[src/common/cpu_pkg.sv]
package cpu_pkg;

    localparam int XLEN = 32;

    typedef logic [XLEN-1:0] word_t;
    typedef logic [3:0] mask_t;

    typedef enum logic [6:0] {
        OPC_LUI    = 7'b0110111,
        OPC_OP_IMM = 7'b0010011,
        OPC_OP     = 7'b0110011,
        OPC_LOAD   = 7'b0000011,
        OPC_STORE  = 7'b0100011,
        OPC_BRANCH = 7'b1100011,
        OPC_JAL    = 7'b1101111,
        OPC_SYSTEM = 7'b1110011
    } opcode_e;

    typedef enum logic [2:0] {
        ALU_ADD,
        ALU_SUB,
        ALU_AND,
        ALU_OR,
        ALU_XOR,
        ALU_PASS_B
    } alu_op_e;

    typedef enum logic [1:0] {
        TRAP_NONE             = 2'd0,
        TRAP_ILLEGAL          = 2'd1,
        TRAP_MISALIGNED_LS    = 2'd2,
        TRAP_MISALIGNED_FETCH = 2'd3
    } trap_cause_e;

    // --------------------------------------------------
    // Instruction formats, listed from bit 31 down.
    // --------------------------------------------------
    typedef struct packed {
        logic [6:0] funct7;
        logic [4:0] rs2;
        logic [4:0] rs1;
        logic [2:0] funct3;
        logic [4:0] rd;
        opcode_e    opcode;
    } r_type_t;

    typedef struct packed {
        logic [11:0] imm;
        logic [4:0]  rs1;
        logic [2:0]  funct3;
        logic [4:0]  rd;
        opcode_e     opcode;
    } i_type_t;

    typedef struct packed {
        logic [6:0] imm_11_5;
        logic [4:0] rs2;
        logic [4:0] rs1;
        logic [2:0] funct3;
        logic [4:0] imm_4_0;
        opcode_e    opcode;
    } s_type_t;

    typedef struct packed {
        logic       imm_12;
        logic [5:0] imm_10_5;
        logic [4:0] rs2;
        logic [4:0] rs1;
        logic [2:0] funct3;
        logic [3:0] imm_4_1;
        logic       imm_11;
        opcode_e    opcode;
    } b_type_t;

    typedef struct packed {
        logic [19:0] imm_31_12;
        logic [4:0]  rd;
        opcode_e     opcode;
    } u_type_t;

    typedef struct packed {
        logic       imm_20;
        logic [9:0] imm_10_1;
        logic       imm_11;
        logic [7:0] imm_19_12;
        logic [4:0] rd;
        opcode_e    opcode;
    } j_type_t;

    typedef union packed {
        r_type_t r;
        i_type_t i;
        s_type_t s;
        b_type_t b;
        u_type_t u;
        j_type_t j;
    } inst_t;

    localparam word_t EBREAK_WORD = 32'h0010_0073;

endpackage

[src/common/dmem_if.sv]
`timescale 1ns/100ps

interface dmem_if;

    cpu_pkg::word_t addr;
    cpu_pkg::word_t wdata;
    cpu_pkg::mask_t mask;
    logic           r_en;
    logic           w_en;
    cpu_pkg::word_t rdata;

    modport core (
        output addr, wdata, mask, r_en, w_en,
        input  rdata
    );

    modport mem (
        input  addr, wdata, mask, r_en, w_en,
        output rdata
    );

endinterface

[src/core/alu.sv]
`timescale 1ns/100ps

module alu (
    input  cpu_pkg::alu_op_e op,
    input  cpu_pkg::word_t   a,
    input  cpu_pkg::word_t   b,
    output cpu_pkg::word_t   y,
    output logic             equal
);

    always_comb begin
        case (op)
            cpu_pkg::ALU_ADD:    y = a + b;
            cpu_pkg::ALU_SUB:    y = a - b;
            cpu_pkg::ALU_AND:    y = a & b;
            cpu_pkg::ALU_OR:     y = a | b;
            cpu_pkg::ALU_XOR:    y = a ^ b;
            cpu_pkg::ALU_PASS_B: y = b;
            default:             y = a + b;
        endcase
    end

    // Branches compare the two register operands directly.
    assign equal = (a == b);

endmodule

[src/core/cpu_core.sv]
`timescale 1ns/100ps

module cpu_core #(
    parameter int MEM_WORDS = 256
) (
    input  logic                 clk,
    input  logic                 rst,
    input  logic                 run,
    input  cpu_pkg::word_t       fetch_data,
    output cpu_pkg::word_t       fetch_addr,
    output logic                 fetch_en,
    output logic                 halted,
    output logic                 trap,
    output cpu_pkg::trap_cause_e trap_cause,
    output cpu_pkg::word_t       trap_pc,
    output cpu_pkg::word_t       result,
    dmem_if.core                 dmem
);

    localparam logic [2:0] S_IDLE  = 3'd0;
    localparam logic [2:0] S_FETCH = 3'd1;
    localparam logic [2:0] S_EXEC  = 3'd2;
    localparam logic [2:0] S_WB    = 3'd3;
    localparam logic [2:0] S_HALT  = 3'd4;

    logic [2:0]           state;
    logic                 run_q;
    cpu_pkg::word_t       pc;
    cpu_pkg::inst_t       inst_q;
    cpu_pkg::inst_t       inst;

    cpu_pkg::alu_op_e     alu_op;
    cpu_pkg::word_t       imm;
    logic [4:0]           rs1;
    logic [4:0]           rs2;
    logic [4:0]           rd;
    logic                 use_imm;
    logic                 reg_we;
    logic                 is_load;
    logic                 is_store;
    cpu_pkg::mask_t       store_mask;
    logic                 is_branch;
    logic                 branch_ne;
    logic                 is_jal;
    logic                 is_ebreak;
    logic                 illegal;

    cpu_pkg::word_t       rf_rdata1;
    cpu_pkg::word_t       rf_rdata2;
    cpu_pkg::word_t       rf_wdata;
    logic                 rf_we;
    cpu_pkg::word_t       alu_y;
    logic                 alu_equal;

    cpu_pkg::word_t       pc_plus4;
    cpu_pkg::word_t       next_pc;
    logic                 br_taken;
    logic                 ls_misaligned;
    logic                 tgt_misaligned;
    cpu_pkg::trap_cause_e cause_now;
    logic                 exec_go;

    // The fetched word is decoded straight off the memory in EXEC. WB
    // still needs rd, so the instruction is also kept.
    assign inst = (state == S_EXEC) ? cpu_pkg::inst_t'(fetch_data) : inst_q;

    inst_decoder u_decoder (
        .inst      (inst),
        .alu_op    (alu_op),
        .imm       (imm),
        .rs1       (rs1),
        .rs2       (rs2),
        .rd        (rd),
        .use_imm   (use_imm),
        .reg_we    (reg_we),
        .is_load   (is_load),
        .is_store  (is_store),
        .store_mask(store_mask),
        .is_branch (is_branch),
        .branch_ne (branch_ne),
        .is_jal    (is_jal),
        .is_ebreak (is_ebreak),
        .illegal   (illegal)
    );

    reg_file u_reg_file (
        .clk   (clk),
        .rst   (rst),
        .rs1   (rs1),
        .rs2   (rs2),
        .rd    (rd),
        .we    (rf_we),
        .wdata (rf_wdata),
        .rdata1(rf_rdata1),
        .rdata2(rf_rdata2)
    );

    alu u_alu (
        .op   (alu_op),
        .a    (rf_rdata1),
        .b    (use_imm ? imm : rf_rdata2),
        .y    (alu_y),
        .equal(alu_equal)
    );

    // --------------------------------------------------
    // Next pc and trap detection
    // --------------------------------------------------
    assign pc_plus4 = pc + 32'd4;
    assign br_taken = is_branch && (alu_equal ^ branch_ne);
    assign next_pc  = (br_taken || is_jal) ? pc + imm : pc_plus4;

    // pc itself is always aligned, so bit 1 of the offset decides.
    assign tgt_misaligned = (br_taken && inst.b.imm_4_1[0]) || (is_jal && inst.j.imm_10_1[0]);
    assign ls_misaligned  = (is_load || (is_store && &store_mask)) && (alu_y[1:0] != 2'b00);

    always_comb begin
        if (illegal) begin
            cause_now = cpu_pkg::TRAP_ILLEGAL;
        end else if (ls_misaligned) begin
            cause_now = cpu_pkg::TRAP_MISALIGNED_LS;
        end else if (tgt_misaligned) begin
            cause_now = cpu_pkg::TRAP_MISALIGNED_FETCH;
        end else begin
            cause_now = cpu_pkg::TRAP_NONE;
        end
    end

    assign exec_go = (state == S_EXEC) && run && (cause_now == cpu_pkg::TRAP_NONE) && !is_ebreak;

    // --------------------------------------------------
    // Memory ports and writeback
    // --------------------------------------------------
    assign fetch_addr = pc;
    assign fetch_en   = (state == S_FETCH) && run;

    assign dmem.addr  = alu_y;
    assign dmem.mask  = cpu_pkg::mask_t'(store_mask << alu_y[1:0]);
    assign dmem.wdata = (&store_mask) ? rf_rdata2 : {4{rf_rdata2[7:0]}};
    assign dmem.r_en  = exec_go && is_load;
    assign dmem.w_en  = exec_go && is_store;

    assign rf_we    = (exec_go && reg_we && !is_load) || ((state == S_WB) && run);
    assign rf_wdata = (state == S_WB) ? dmem.rdata : (is_jal ? pc_plus4 : alu_y);

    always_ff @(posedge clk) begin
        if (rst) begin
            state      <= S_IDLE;
            run_q      <= 1'b0;
            pc         <= '0;
            halted     <= 1'b0;
            trap       <= 1'b0;
            trap_cause <= cpu_pkg::TRAP_NONE;
        end else begin
            run_q <= run;
            if (!run) begin
                state <= S_IDLE;
            end else begin
                case (state)
                    S_IDLE: begin
                        if (!run_q) begin
                            state      <= S_FETCH;
                            pc         <= '0;
                            halted     <= 1'b0;
                            trap       <= 1'b0;
                            trap_cause <= cpu_pkg::TRAP_NONE;
                        end
                    end
                    S_FETCH: state <= S_EXEC;
                    S_EXEC: begin
                        if (cause_now != cpu_pkg::TRAP_NONE) begin
                            trap       <= 1'b1;
                            trap_cause <= cause_now;
                            state      <= S_HALT;
                        end else if (is_ebreak) begin
                            halted <= 1'b1;
                            state  <= S_HALT;
                        end else begin
                            pc    <= next_pc;
                            state <= is_load ? S_WB : S_FETCH;
                        end
                    end
                    S_WB:    state <= S_FETCH;
                    default: state <= S_HALT;
                endcase
            end
        end
    end

    always_ff @(posedge clk) begin
        if (state == S_EXEC) begin
            inst_q  <= inst;
            trap_pc <= pc;
        end
        if (state == S_EXEC && is_ebreak) begin
            result <= rf_rdata1;
        end
    end

    assert property (@(posedge clk) disable iff (rst)
        fetch_en |-> (fetch_addr >> 2) < cpu_pkg::word_t'(MEM_WORDS));

    assert property (@(posedge clk) disable iff (rst)
        !(dmem.r_en && dmem.w_en));

endmodule

[src/core/inst_decoder.sv]
`timescale 1ns/100ps

module inst_decoder (
    input  cpu_pkg::inst_t   inst,
    output cpu_pkg::alu_op_e alu_op,
    output cpu_pkg::word_t   imm,
    output logic [4:0]       rs1,
    output logic [4:0]       rs2,
    output logic [4:0]       rd,
    output logic             use_imm,
    output logic             reg_we,
    output logic             is_load,
    output logic             is_store,
    output cpu_pkg::mask_t   store_mask,
    output logic             is_branch,
    output logic             branch_ne,
    output logic             is_jal,
    output logic             is_ebreak,
    output logic             illegal
);

    // EBREAK reports a0, so its first read port is pointed there.
    localparam logic [4:0] A0_REG = 5'd10;

    always_comb begin
        alu_op     = cpu_pkg::ALU_ADD;
        imm        = '0;
        rs1        = inst.r.rs1;
        rs2        = inst.r.rs2;
        rd         = inst.r.rd;
        use_imm    = 1'b0;
        reg_we     = 1'b0;
        is_load    = 1'b0;
        is_store   = 1'b0;
        store_mask = '0;
        is_branch  = 1'b0;
        branch_ne  = 1'b0;
        is_jal     = 1'b0;
        is_ebreak  = 1'b0;
        illegal    = 1'b0;

        case (inst.r.opcode)
            cpu_pkg::OPC_LUI: begin
                alu_op  = cpu_pkg::ALU_PASS_B;
                imm     = {inst.u.imm_31_12, 12'b0};
                use_imm = 1'b1;
                reg_we  = 1'b1;
            end
            cpu_pkg::OPC_OP_IMM: begin
                imm     = {{20{inst.i.imm[11]}}, inst.i.imm};
                use_imm = 1'b1;
                reg_we  = 1'b1;
                case (inst.i.funct3)
                    3'b000:  alu_op = cpu_pkg::ALU_ADD;
                    3'b100:  alu_op = cpu_pkg::ALU_XOR;
                    3'b110:  alu_op = cpu_pkg::ALU_OR;
                    3'b111:  alu_op = cpu_pkg::ALU_AND;
                    default: illegal = 1'b1;
                endcase
            end
            cpu_pkg::OPC_OP: begin
                reg_we = 1'b1;
                case ({inst.r.funct7, inst.r.funct3})
                    {7'b0000000, 3'b000}: alu_op = cpu_pkg::ALU_ADD;
                    {7'b0100000, 3'b000}: alu_op = cpu_pkg::ALU_SUB;
                    {7'b0000000, 3'b100}: alu_op = cpu_pkg::ALU_XOR;
                    {7'b0000000, 3'b110}: alu_op = cpu_pkg::ALU_OR;
                    {7'b0000000, 3'b111}: alu_op = cpu_pkg::ALU_AND;
                    default:              illegal = 1'b1;
                endcase
            end
            cpu_pkg::OPC_LOAD: begin
                imm     = {{20{inst.i.imm[11]}}, inst.i.imm};
                use_imm = 1'b1;
                reg_we  = 1'b1;
                is_load = 1'b1;
                illegal = (inst.i.funct3 != 3'b010);
            end
            cpu_pkg::OPC_STORE: begin
                imm      = {{20{inst.s.imm_11_5[6]}}, inst.s.imm_11_5, inst.s.imm_4_0};
                use_imm  = 1'b1;
                is_store = 1'b1;
                case (inst.s.funct3)
                    3'b000:  store_mask = 4'b0001;
                    3'b010:  store_mask = 4'b1111;
                    default: illegal = 1'b1;
                endcase
            end
            cpu_pkg::OPC_BRANCH: begin
                imm       = {{19{inst.b.imm_12}}, inst.b.imm_12, inst.b.imm_11,
                             inst.b.imm_10_5, inst.b.imm_4_1, 1'b0};
                is_branch = 1'b1;
                branch_ne = inst.b.funct3[0];
                illegal   = (inst.b.funct3[2:1] != 2'b00);
            end
            cpu_pkg::OPC_JAL: begin
                imm    = {{11{inst.j.imm_20}}, inst.j.imm_20, inst.j.imm_19_12,
                          inst.j.imm_11, inst.j.imm_10_1, 1'b0};
                reg_we = 1'b1;
                is_jal = 1'b1;
            end
            cpu_pkg::OPC_SYSTEM: begin
                is_ebreak = (inst == cpu_pkg::EBREAK_WORD);
                illegal   = !is_ebreak;
                rs1       = A0_REG;
            end
            default: illegal = 1'b1;
        endcase
    end

endmodule

[src/core/reg_file.sv]
`timescale 1ns/100ps

module reg_file (
    input  logic           clk,
    input  logic           rst,
    input  logic [4:0]     rs1,
    input  logic [4:0]     rs2,
    input  logic [4:0]     rd,
    input  logic           we,
    input  cpu_pkg::word_t wdata,
    output cpu_pkg::word_t rdata1,
    output cpu_pkg::word_t rdata2
);

    cpu_pkg::word_t regs [32];

    always_ff @(posedge clk) begin
        if (rst) begin
            for (int i = 0; i < 32; i++) begin
                regs[i] <= '0;
            end
        end else if (we && rd != 5'd0) begin
            regs[rd] <= wdata;
        end
    end

    // x0 reads as zero.
    assign rdata1 = (rs1 == 5'd0) ? '0 : regs[rs1];
    assign rdata2 = (rs2 == 5'd0) ? '0 : regs[rs2];

endmodule

[src/flat_wrapper.sv]
// flat-port wrapper written by rule: the top's interface ports become plain ports
module cpu_core_flat 
#(
    parameter int MEM_WORDS = 256
)
  (clk, rst, run, fetch_data, fetch_addr, fetch_en, halted, trap, trap_cause, trap_pc, result, dmem_addr, dmem_wdata, dmem_mask, dmem_r_en, dmem_w_en, dmem_rdata);
  dmem_if dmem_i ();
  input  logic clk;
  input  logic rst;
  input  logic run;
  input  cpu_pkg::word_t fetch_data;
  output cpu_pkg::word_t fetch_addr;
  output logic fetch_en;
  output logic halted;
  output logic trap;
  output cpu_pkg::trap_cause_e trap_cause;
  output cpu_pkg::word_t trap_pc;
  output cpu_pkg::word_t result;
  output wire logic [$bits(dmem_i.addr)-1:0] dmem_addr;
  output wire logic [$bits(dmem_i.wdata)-1:0] dmem_wdata;
  output wire logic [$bits(dmem_i.mask)-1:0] dmem_mask;
  output wire logic [$bits(dmem_i.r_en)-1:0] dmem_r_en;
  output wire logic [$bits(dmem_i.w_en)-1:0] dmem_w_en;
  input wire logic [$bits(dmem_i.rdata)-1:0] dmem_rdata;
  assign dmem_addr = dmem_i.addr;
  assign dmem_wdata = dmem_i.wdata;
  assign dmem_mask = dmem_i.mask;
  assign dmem_r_en = dmem_i.r_en;
  assign dmem_w_en = dmem_i.w_en;
  assign dmem_i.rdata = dmem_rdata;
  cpu_core #(.MEM_WORDS(MEM_WORDS)) u_core (.clk(clk), .rst(rst), .run(run), .fetch_data(fetch_data), .fetch_addr(fetch_addr), .fetch_en(fetch_en), .halted(halted), .trap(trap), .trap_cause(trap_cause), .trap_pc(trap_pc), .result(result), .dmem(dmem_i));
endmodule
[config.mk]
export PLATFORM = sky130hd
export DESIGN_NAME = cpu_core_flat
export DESIGN_NICKNAME = d
export VERILOG_FILES = /design/src/common/cpu_pkg.sv /design/src/common/dmem_if.sv /design/src/core/alu.sv /design/src/core/cpu_core.sv /design/src/core/inst_decoder.sv /design/src/core/reg_file.sv /design/src/flat_wrapper.sv
export SDC_FILE = /design/constraint.sdc
export NUM_CORES = 2
export LEC_CHECK = 0
export ABC_AREA = 1
export BUFFER_PORTS_ARGS = -buffer_cell sky130_fd_sc_hd__buf_2
export CAP_MARGIN = 20
export CELL_PAD_IN_SITES_DETAIL_PLACEMENT = 0
export CELL_PAD_IN_SITES_GLOBAL_PLACEMENT = 2
export CORE_MARGIN = 10
export CORE_UTILIZATION = 39
export DETAILED_ROUTE_END_ITERATION = 10
export GPL_ROUTABILITY_DRIVEN = 0
export GPL_TIMING_DRIVEN = 1
export PLACE_DENSITY_LB_ADDON = 0.12
export SYNTH_ARGS = -nofsm -noshare
export SYNTH_HDL_FRONTEND = slang
export SYNTH_SLANG_ARGS = --single-unit
[constraint.sdc]
create_clock -name clk -period 8.8 [get_ports clk]
set_clock_uncertainty 0.05 [all_clocks]
set_input_delay 1.76 -clock clk [delete_from_list [all_inputs] [get_ports clk]]
set_output_delay 1.76 -clock clk [all_outputs]
set_load 0.01 [all_outputs]
# Word level (Yosys, flattened, before mapping)
# Memories as Yosys holds them, arrays and structs flattened.
# Index checks and enable logic that the tools add are counted.
dict set report word_totals {
  elab_cells 156
  regBits 136
  inputBits 67
  output_inout_bits 171
  ramBits 1024
  memories 1
}
# name depth word_bits rd rd_ports_with_merged_regs wr line
set memory_table {}
lappend memory_table {u_core.u_reg_file.regs 32 32 2 0 32 reg_file.sv:15} ;# cpu_pkg::word_t regs [32];
dict set report op_classes {
  n_addsub 4
  n_shift 1
  n_bitwise 5
  n_eq_ne 32
  muxes 57
  reduce_logical 47
}
# operator n
set ops {}
lappend ops {{32-bit 2-to-1 mux} 12}
lappend ops {{32-bit one-hot mux with 5 select lines} 2}
lappend ops {{32-bit adder} 2}
lappend ops {{32-bit one-hot mux with 2 select lines} 1}
lappend ops {{32-bit by 3-bit adder with 32-bit output (second input constant)} 1}
lappend ops {{32-bit AND} 1}
lappend ops {{32-bit by 21-bit == test with 1-bit output (second input constant)} 1}
lappend ops {{32-bit == test} 1}
lappend ops {{32-bit OR} 1}
lappend ops {{32-bit OR reduction} 1}
lappend ops {{32-bit subtractor} 1}
lappend ops {{32-bit XOR} 1}
lappend ops {{10-bit by 3-bit == test with 1-bit output (second input constant)} 3}
lappend ops {{3-bit one-hot mux with 4 select lines} 2}
lappend ops {{7-bit by 6-bit == test with 1-bit output (second input constant)} 3}
lappend ops {{7-bit == test (second input constant)} 3}
lappend ops {{1-bit 2-to-1 mux} 21}
lappend ops {{3-bit one-hot mux with 3 select lines} 2}
lappend ops {{1-bit logical AND} 16}
lappend ops {{3-bit by 2-bit == test with 1-bit output (second input constant)} 5}
lappend ops {{3-bit == test (second input constant)} 5}
lappend ops {{2-bit 2-to-1 mux} 6}
lappend ops {{10-bit by 9-bit == test with 1-bit output (second input constant)} 1}
lappend ops {{10-bit zero test} 1}
lappend ops {{other kinds (28)} 53}

# Longest topological paths before layout
dict set report depth {
  word_depth 26
  ltp_mapped 42
  depth_no_buf 39
}

# Cells and area by module
# From an unflattened synthesis, not the netlist that was laid out.
dict set report hier_totals {
  hier_cells 10230
  hier_area_um2 74019.7
}
# mod instances seq_area_each_um2 area_each_um2 cells_per_inst
set modules_own_cells {}
lappend modules_own_cells {reg_file 1 30749.5 56525.5 7252}
lappend modules_own_cells {cpu_core 1 3683.5 9731.8 1469}
lappend modules_own_cells {alu 1 0.0 6741.5 1296}
lappend modules_own_cells {inst_decoder 1 0.0 1021.0 213}

# Worst setup path before layout
# OpenSTA, ideal clock, no wires.
dict set report synth_timing {
  path_kind {in2out}
  startpoint {in fetch_data[3]}
  endpoint {out dmem_addr[18]}
  required_ns 6.990
  t_arrival_ns 6.201
  setup_slack_ns 0.789
  n_path_buf 2
  path_stages 31
  path_cell_list {o21ai_1 > nand2_1 > nor2_4 > inv_2 > nor3_1 > nor2_1 > clkinv_1 > clkbuf_1 > clkbuf_1 > a21oi_1 > a211oi_1 > nor3_1 > o21ai_0 > nand3_1 > ha_1 > fa_1 > inv_1 > nand2_1 > nand2_1 > nand2_1 > nand3_1 > nand2_1 > nand2_1 > a21boi_0 > o21ai_0 > nand2_1 > nand2_1 > xor2_1 > a21oi_1 > and2_1 > inv_1}
}
dict set report synth_via {
  elab_chain_len 7
  word_cells_on_any_way 30
  cone_classes {2 x add/sub; 13 x eq/ne; 8 x mux; 3 x bitwise; 3 x reduce/logical; 1 x memory}
}
# element line
set synth_lines {}
lappend synth_lines {{start: declaration} flat_wrapper.sv:11} ;# input cpu_pkg::word_t fetch_data;
lappend synth_lines {{32-bit 2-to-1 mux *} cpu_core.sv:65} ;# assign inst = (state == S_EXEC) ? cpu_pkg::inst_t'(fetch_data) : inst_q;
lappend synth_lines {{7-bit == test (tied with other cells)} inst_decoder.sv:42} ;# case (inst.r.opcode)
lappend synth_lines {{5-bit 2-to-1 mux (tied with other cells)} inst_decoder.sv:42}
lappend synth_lines {{memory 32 x 32 bit (tied with other cells)} -}
lappend synth_lines {{32-bit 2-to-1 mux, on equally long branches} {reg_file.sv:28, cpu_core.sv:101}}
lappend synth_lines {{32-bit adder (tied with other cells)} {alu.sv:13, alu.sv:19}}
lappend synth_lines {{32-bit one-hot mux with 5 select lines *} alu.sv:12} ;# case (op)
lappend synth_lines {{end: declaration} flat_wrapper.sv:19} ;# output wire logic [$bits(dmem_i.addr)-1:0] dmem_addr;
# Every way passes the cells marked *; elsewhere a longest branch is shown, timed or not.

# Final worst setup path
dict set report layout_timing {
  startpoint {in fetch_data[21]}
  endpoint {out dmem_w_en}
}
dict set report layout_via {
  elab_chain_len 16
  word_cells_on_any_way 32
  cone_classes {2 x add/sub; 2 x eq/ne; 10 x mux; 4 x bitwise; 13 x reduce/logical; 1 x memory}
}
# element line
set layout_lines {}
lappend layout_lines {{32-bit 2-to-1 mux *} cpu_core.sv:65}
lappend layout_lines {{parallel branches: the longest is 13 deep, another holds memory 32 x 32 bit} -}
lappend layout_lines {{1-bit logical AND *} cpu_core.sv:129} ;# assign exec_go = (state == S_EXEC) && run && (cause_now == cpu_pkg::TRAP_NONE) && !is_ebreak;
lappend layout_lines {{1-bit logical AND *} cpu_core.sv:141} ;# assign dmem.w_en = exec_go && is_store;
lappend layout_lines {{end: declaration} flat_wrapper.sv:23} ;# output wire logic [$bits(dmem_i.w_en)-1:0] dmem_w_en;
# Mark *: on every way between the ends.

==> flow_metrics.tcl <==
set metrics [dict create \
    r2r-end "u_core.u_reg_file.regs[10][16]" \
    finalHoldViolCount 0 \
    slew_headroom_pct 17.5 \
    fp.dieH_um 438 \
    ios 238 \
    cts.clk_slew.worst_paths_ns 0.06 \
    hold_buffers 0 \
    yosysTopAreaCellShare_pct 49.3 \
    crit_path_top_delay_cell "o21ai_0" \
    layout.cells.most_common_list "1353 x nand2_1, 1326 x nor2_1, 1120 x edfxtp_1" \
    critical_path_arrival_ns 6.93 \
    fin_total_pwr_mw 15.6 \
    rows 153 \
    hpwl_um 235000 \
    hp-start "u_core.trap" \
    cp-start-kind "input port" \
    drv_slew 0 \
    ys_ff_latch 1160 \
    start_util_pct 39.2 \
    netlist_instances 7920 \
    grt_remaining_overflow 0 \
    first_global_vias 63200 \
    critical-path-max-stage-delay_ns 0.39 \
    timing.rr.start "u_core.state[2]" \
    vdd.ir_drop.worst_v 0.000188 \
    status "completed" \
    pwr_density_cell_nw_per_um2 181 \
    htreeDepth 4 \
    grt_max_degree 89 \
    fmax_ghz 0.114 \
    timing.max_cap.violations 0 \
    end_kind "output pin" \
    synthesis.area_um2 68200 \
    holdWs_ns 0.438 \
    grt_pass1_wl_um 471000 \
    cts_buffer_depth 3 \
    rr_worst_depth 33 \
    setup_tns_ns 0 \
    async_flop_share_pct 0 \
    vias_per_cell 6.05 \
    min_path_type "reg -> reg" \
    drc_errors 0 \
    layout_commonest_cell "nand2_1" \
    first_pass_iters 9 \
    leakage_nw 35.4 \
    nFillCells 16400 \
    final_nets 8860 \
    final_util_pct 49.7 \
    rrSetupSlack_ns 1.22 \
    synth-main-ff-cell "edfxtp_1" \
    die-area_um2 192000 \
    setup_violations 0 \
    drt_iter0_drc 9683 \
    antenna_found_initial 8 \
    wl_per_cell_um 30.9 \
    die_w_um 438 \
    crit_required_ns 6.99 \
    ys.warnings.count 0 \
    crit_type "in -> out" \
    port_buffers 237 \
    synth_cell_type_count 66 \
    drive_above_1_share_pct 21.0 \
    core-area_um2 174000 \
    cts_buffers 140 \
    worstSkewPairLatency_ns 0.82 \
    root_buffer "clkbuf_16" \
    yosysTopAreaCell "edfxtp_1" \
    fin_crit_ns 8.74 \
    vias 67200 \
    period_share_pct 99.4 \
    synth_area_leaders "edfxtp_1 49%, nand2_1 7.8%, nor2_1 7.4%" \
    yosysSeqAreaShare_pct 50.5 \
    ant_nets 0 \
    synth_edf_count 1120 \
    synth_area_per_cell_um2 8.61 \
    crit_fanout 30 \
    grt_usage_pct 33.9 \
    area_growth_pct 26.8 \
    hold_path_depth 2 \
    holdPathEnd "u_core.trap" \
    cts.sinks 1160 \
    drt_wl_total_um 343000 \
    worst_pin_slew_ns 1.23 \
    cts_tree "built" \
]
synthesized netlist by cell type, drive strengths merged, types with 3 or more instances:
cell	count
o21bai	8
nand3b	12
clkinv	7
ha	127
o22ai	103
or2	14
clkbuf	474
a32oi	33
a21oi	621
nand4	86
dfxtp	40
xor2	64
a31oi	28
o2111ai	6
a21boi	10
nor3	78
a221oi	40
mux2i	7
fa	3
nor4	10
o21ai	649
nor2	1391
nand3	245
o221ai	280
buf	195
edfxtp	1120
o21a	13
a22oi	13
a2bb2oi	5
o211ai	98
a211oi	151
a21o	9
inv	522
nand2	1426
xnor2	19
through the flow:
stage               cell area (um2)  instances  worst slack [ns]
global route                  86400      11100           -0.0703
detailed placement            79800      10800            -0.440
CTS                           84600      11000           0.00757
floorplan                     68300       7951             0.789
finish                        86500      11100            0.0565
global placement              79800      10800            -0.422
critical path: cells and delay by family:
kind / cells / cell delay [ns]
AND/OR/NAND/NOR: 13 / 1.84
AO/OA/AOI/OAI: 5 / 1.30
buffers and inverters: 11 / 1.67
adder cells (fa/ha/maj): 1 / 0.31
repair_timing:
action,4_1_cts,5_1_grt
setup endpoints to repair,27,26
pin swaps,12,65
setup buffers,1,32
resized for setup,87,263
cloned,4,18
flip-flops by register name, indices dropped and copies added, names as in the netlist:
signal,flops
u_core.state,3
u_core.trap_cause,2
u_core.halted,1
u_core.u_reg_file.regs,1024
u_core.run_q,1
u_core.trap_pc,32
u_core.trap,1
u_core.fetch_addr,32
u_core.result,32
u_core.inst_q,32
worst max-delay path by stage:
stage | start | endpoint | slack (ns) | depth (start not counted)
6_report | fetch_data[21] | dmem_w_en | 0.06 | 30
5_1_grt | fetch_data[3] | dmem_addr[24] | -0.07 | 36
4_1_cts | fetch_data[2] | dmem_w_en | 0.008 | 32
3_5_place_dp | fetch_data[3] | dmem_addr[20] | -0.44 | 37
3_3_place_gp | fetch_data[3] | dmem_r_en | -0.42 | 31
2_1_floorplan | fetch_data[3] | dmem_addr[18] | 0.79 | 31
area by class of cell:
cell class,count,area [um2],area share [%]
Clock buffer,180,3750,4.33
Clock inverter,70,599,0.693
Inverter,529,2050,2.37
Antenna cell,5,12.5,0.0145
Tap cell,2325,2910,3.36
Sequential cell,1160,34400,39.8
Multi-Input combinational cell,5594,30500,35.3
Timing Repair Buffer,1238,12200,14.1
logic make-up (layout without fill, tap and decap cells):
| family | after synthesis | count (layout) | share of synthesized area (%) |
|---|---|---|---|
| xor gates and xnor gates | 83 | 83 | 1.07 |
| and+or+nand+nor | 3267 | 3268 | 19.9 |
| DFF | 1160 | 1160 | 50.5 |
| AOI/OAI and AO/OA | 2074 | 2074 | 18.7 |
| other | 1 | 37 | 0.00550 |
| buffers and inverters | 1198 | 2017 | 7.31 |
| adders and majority gates | 130 | 130 | 2.42 |
| muxes | 7 | 7 | 0.103 |
power by group:
part	internal (mW)	switching, mW
registers	6.23	0.121
clock network	3.24	2.47
logic	1.16	2.42
routing by layer:
metal	vias to the layer above	global-route usage, %	wire length, um
met5	-	0	0
met3	830	6.26	34900
met2	4375	52.5	152000
li1	29300	-	-
met1	32700	43.7	132000
met4	0	21.1	24800
Note: power is estimated with default switching activity, not from simulation.
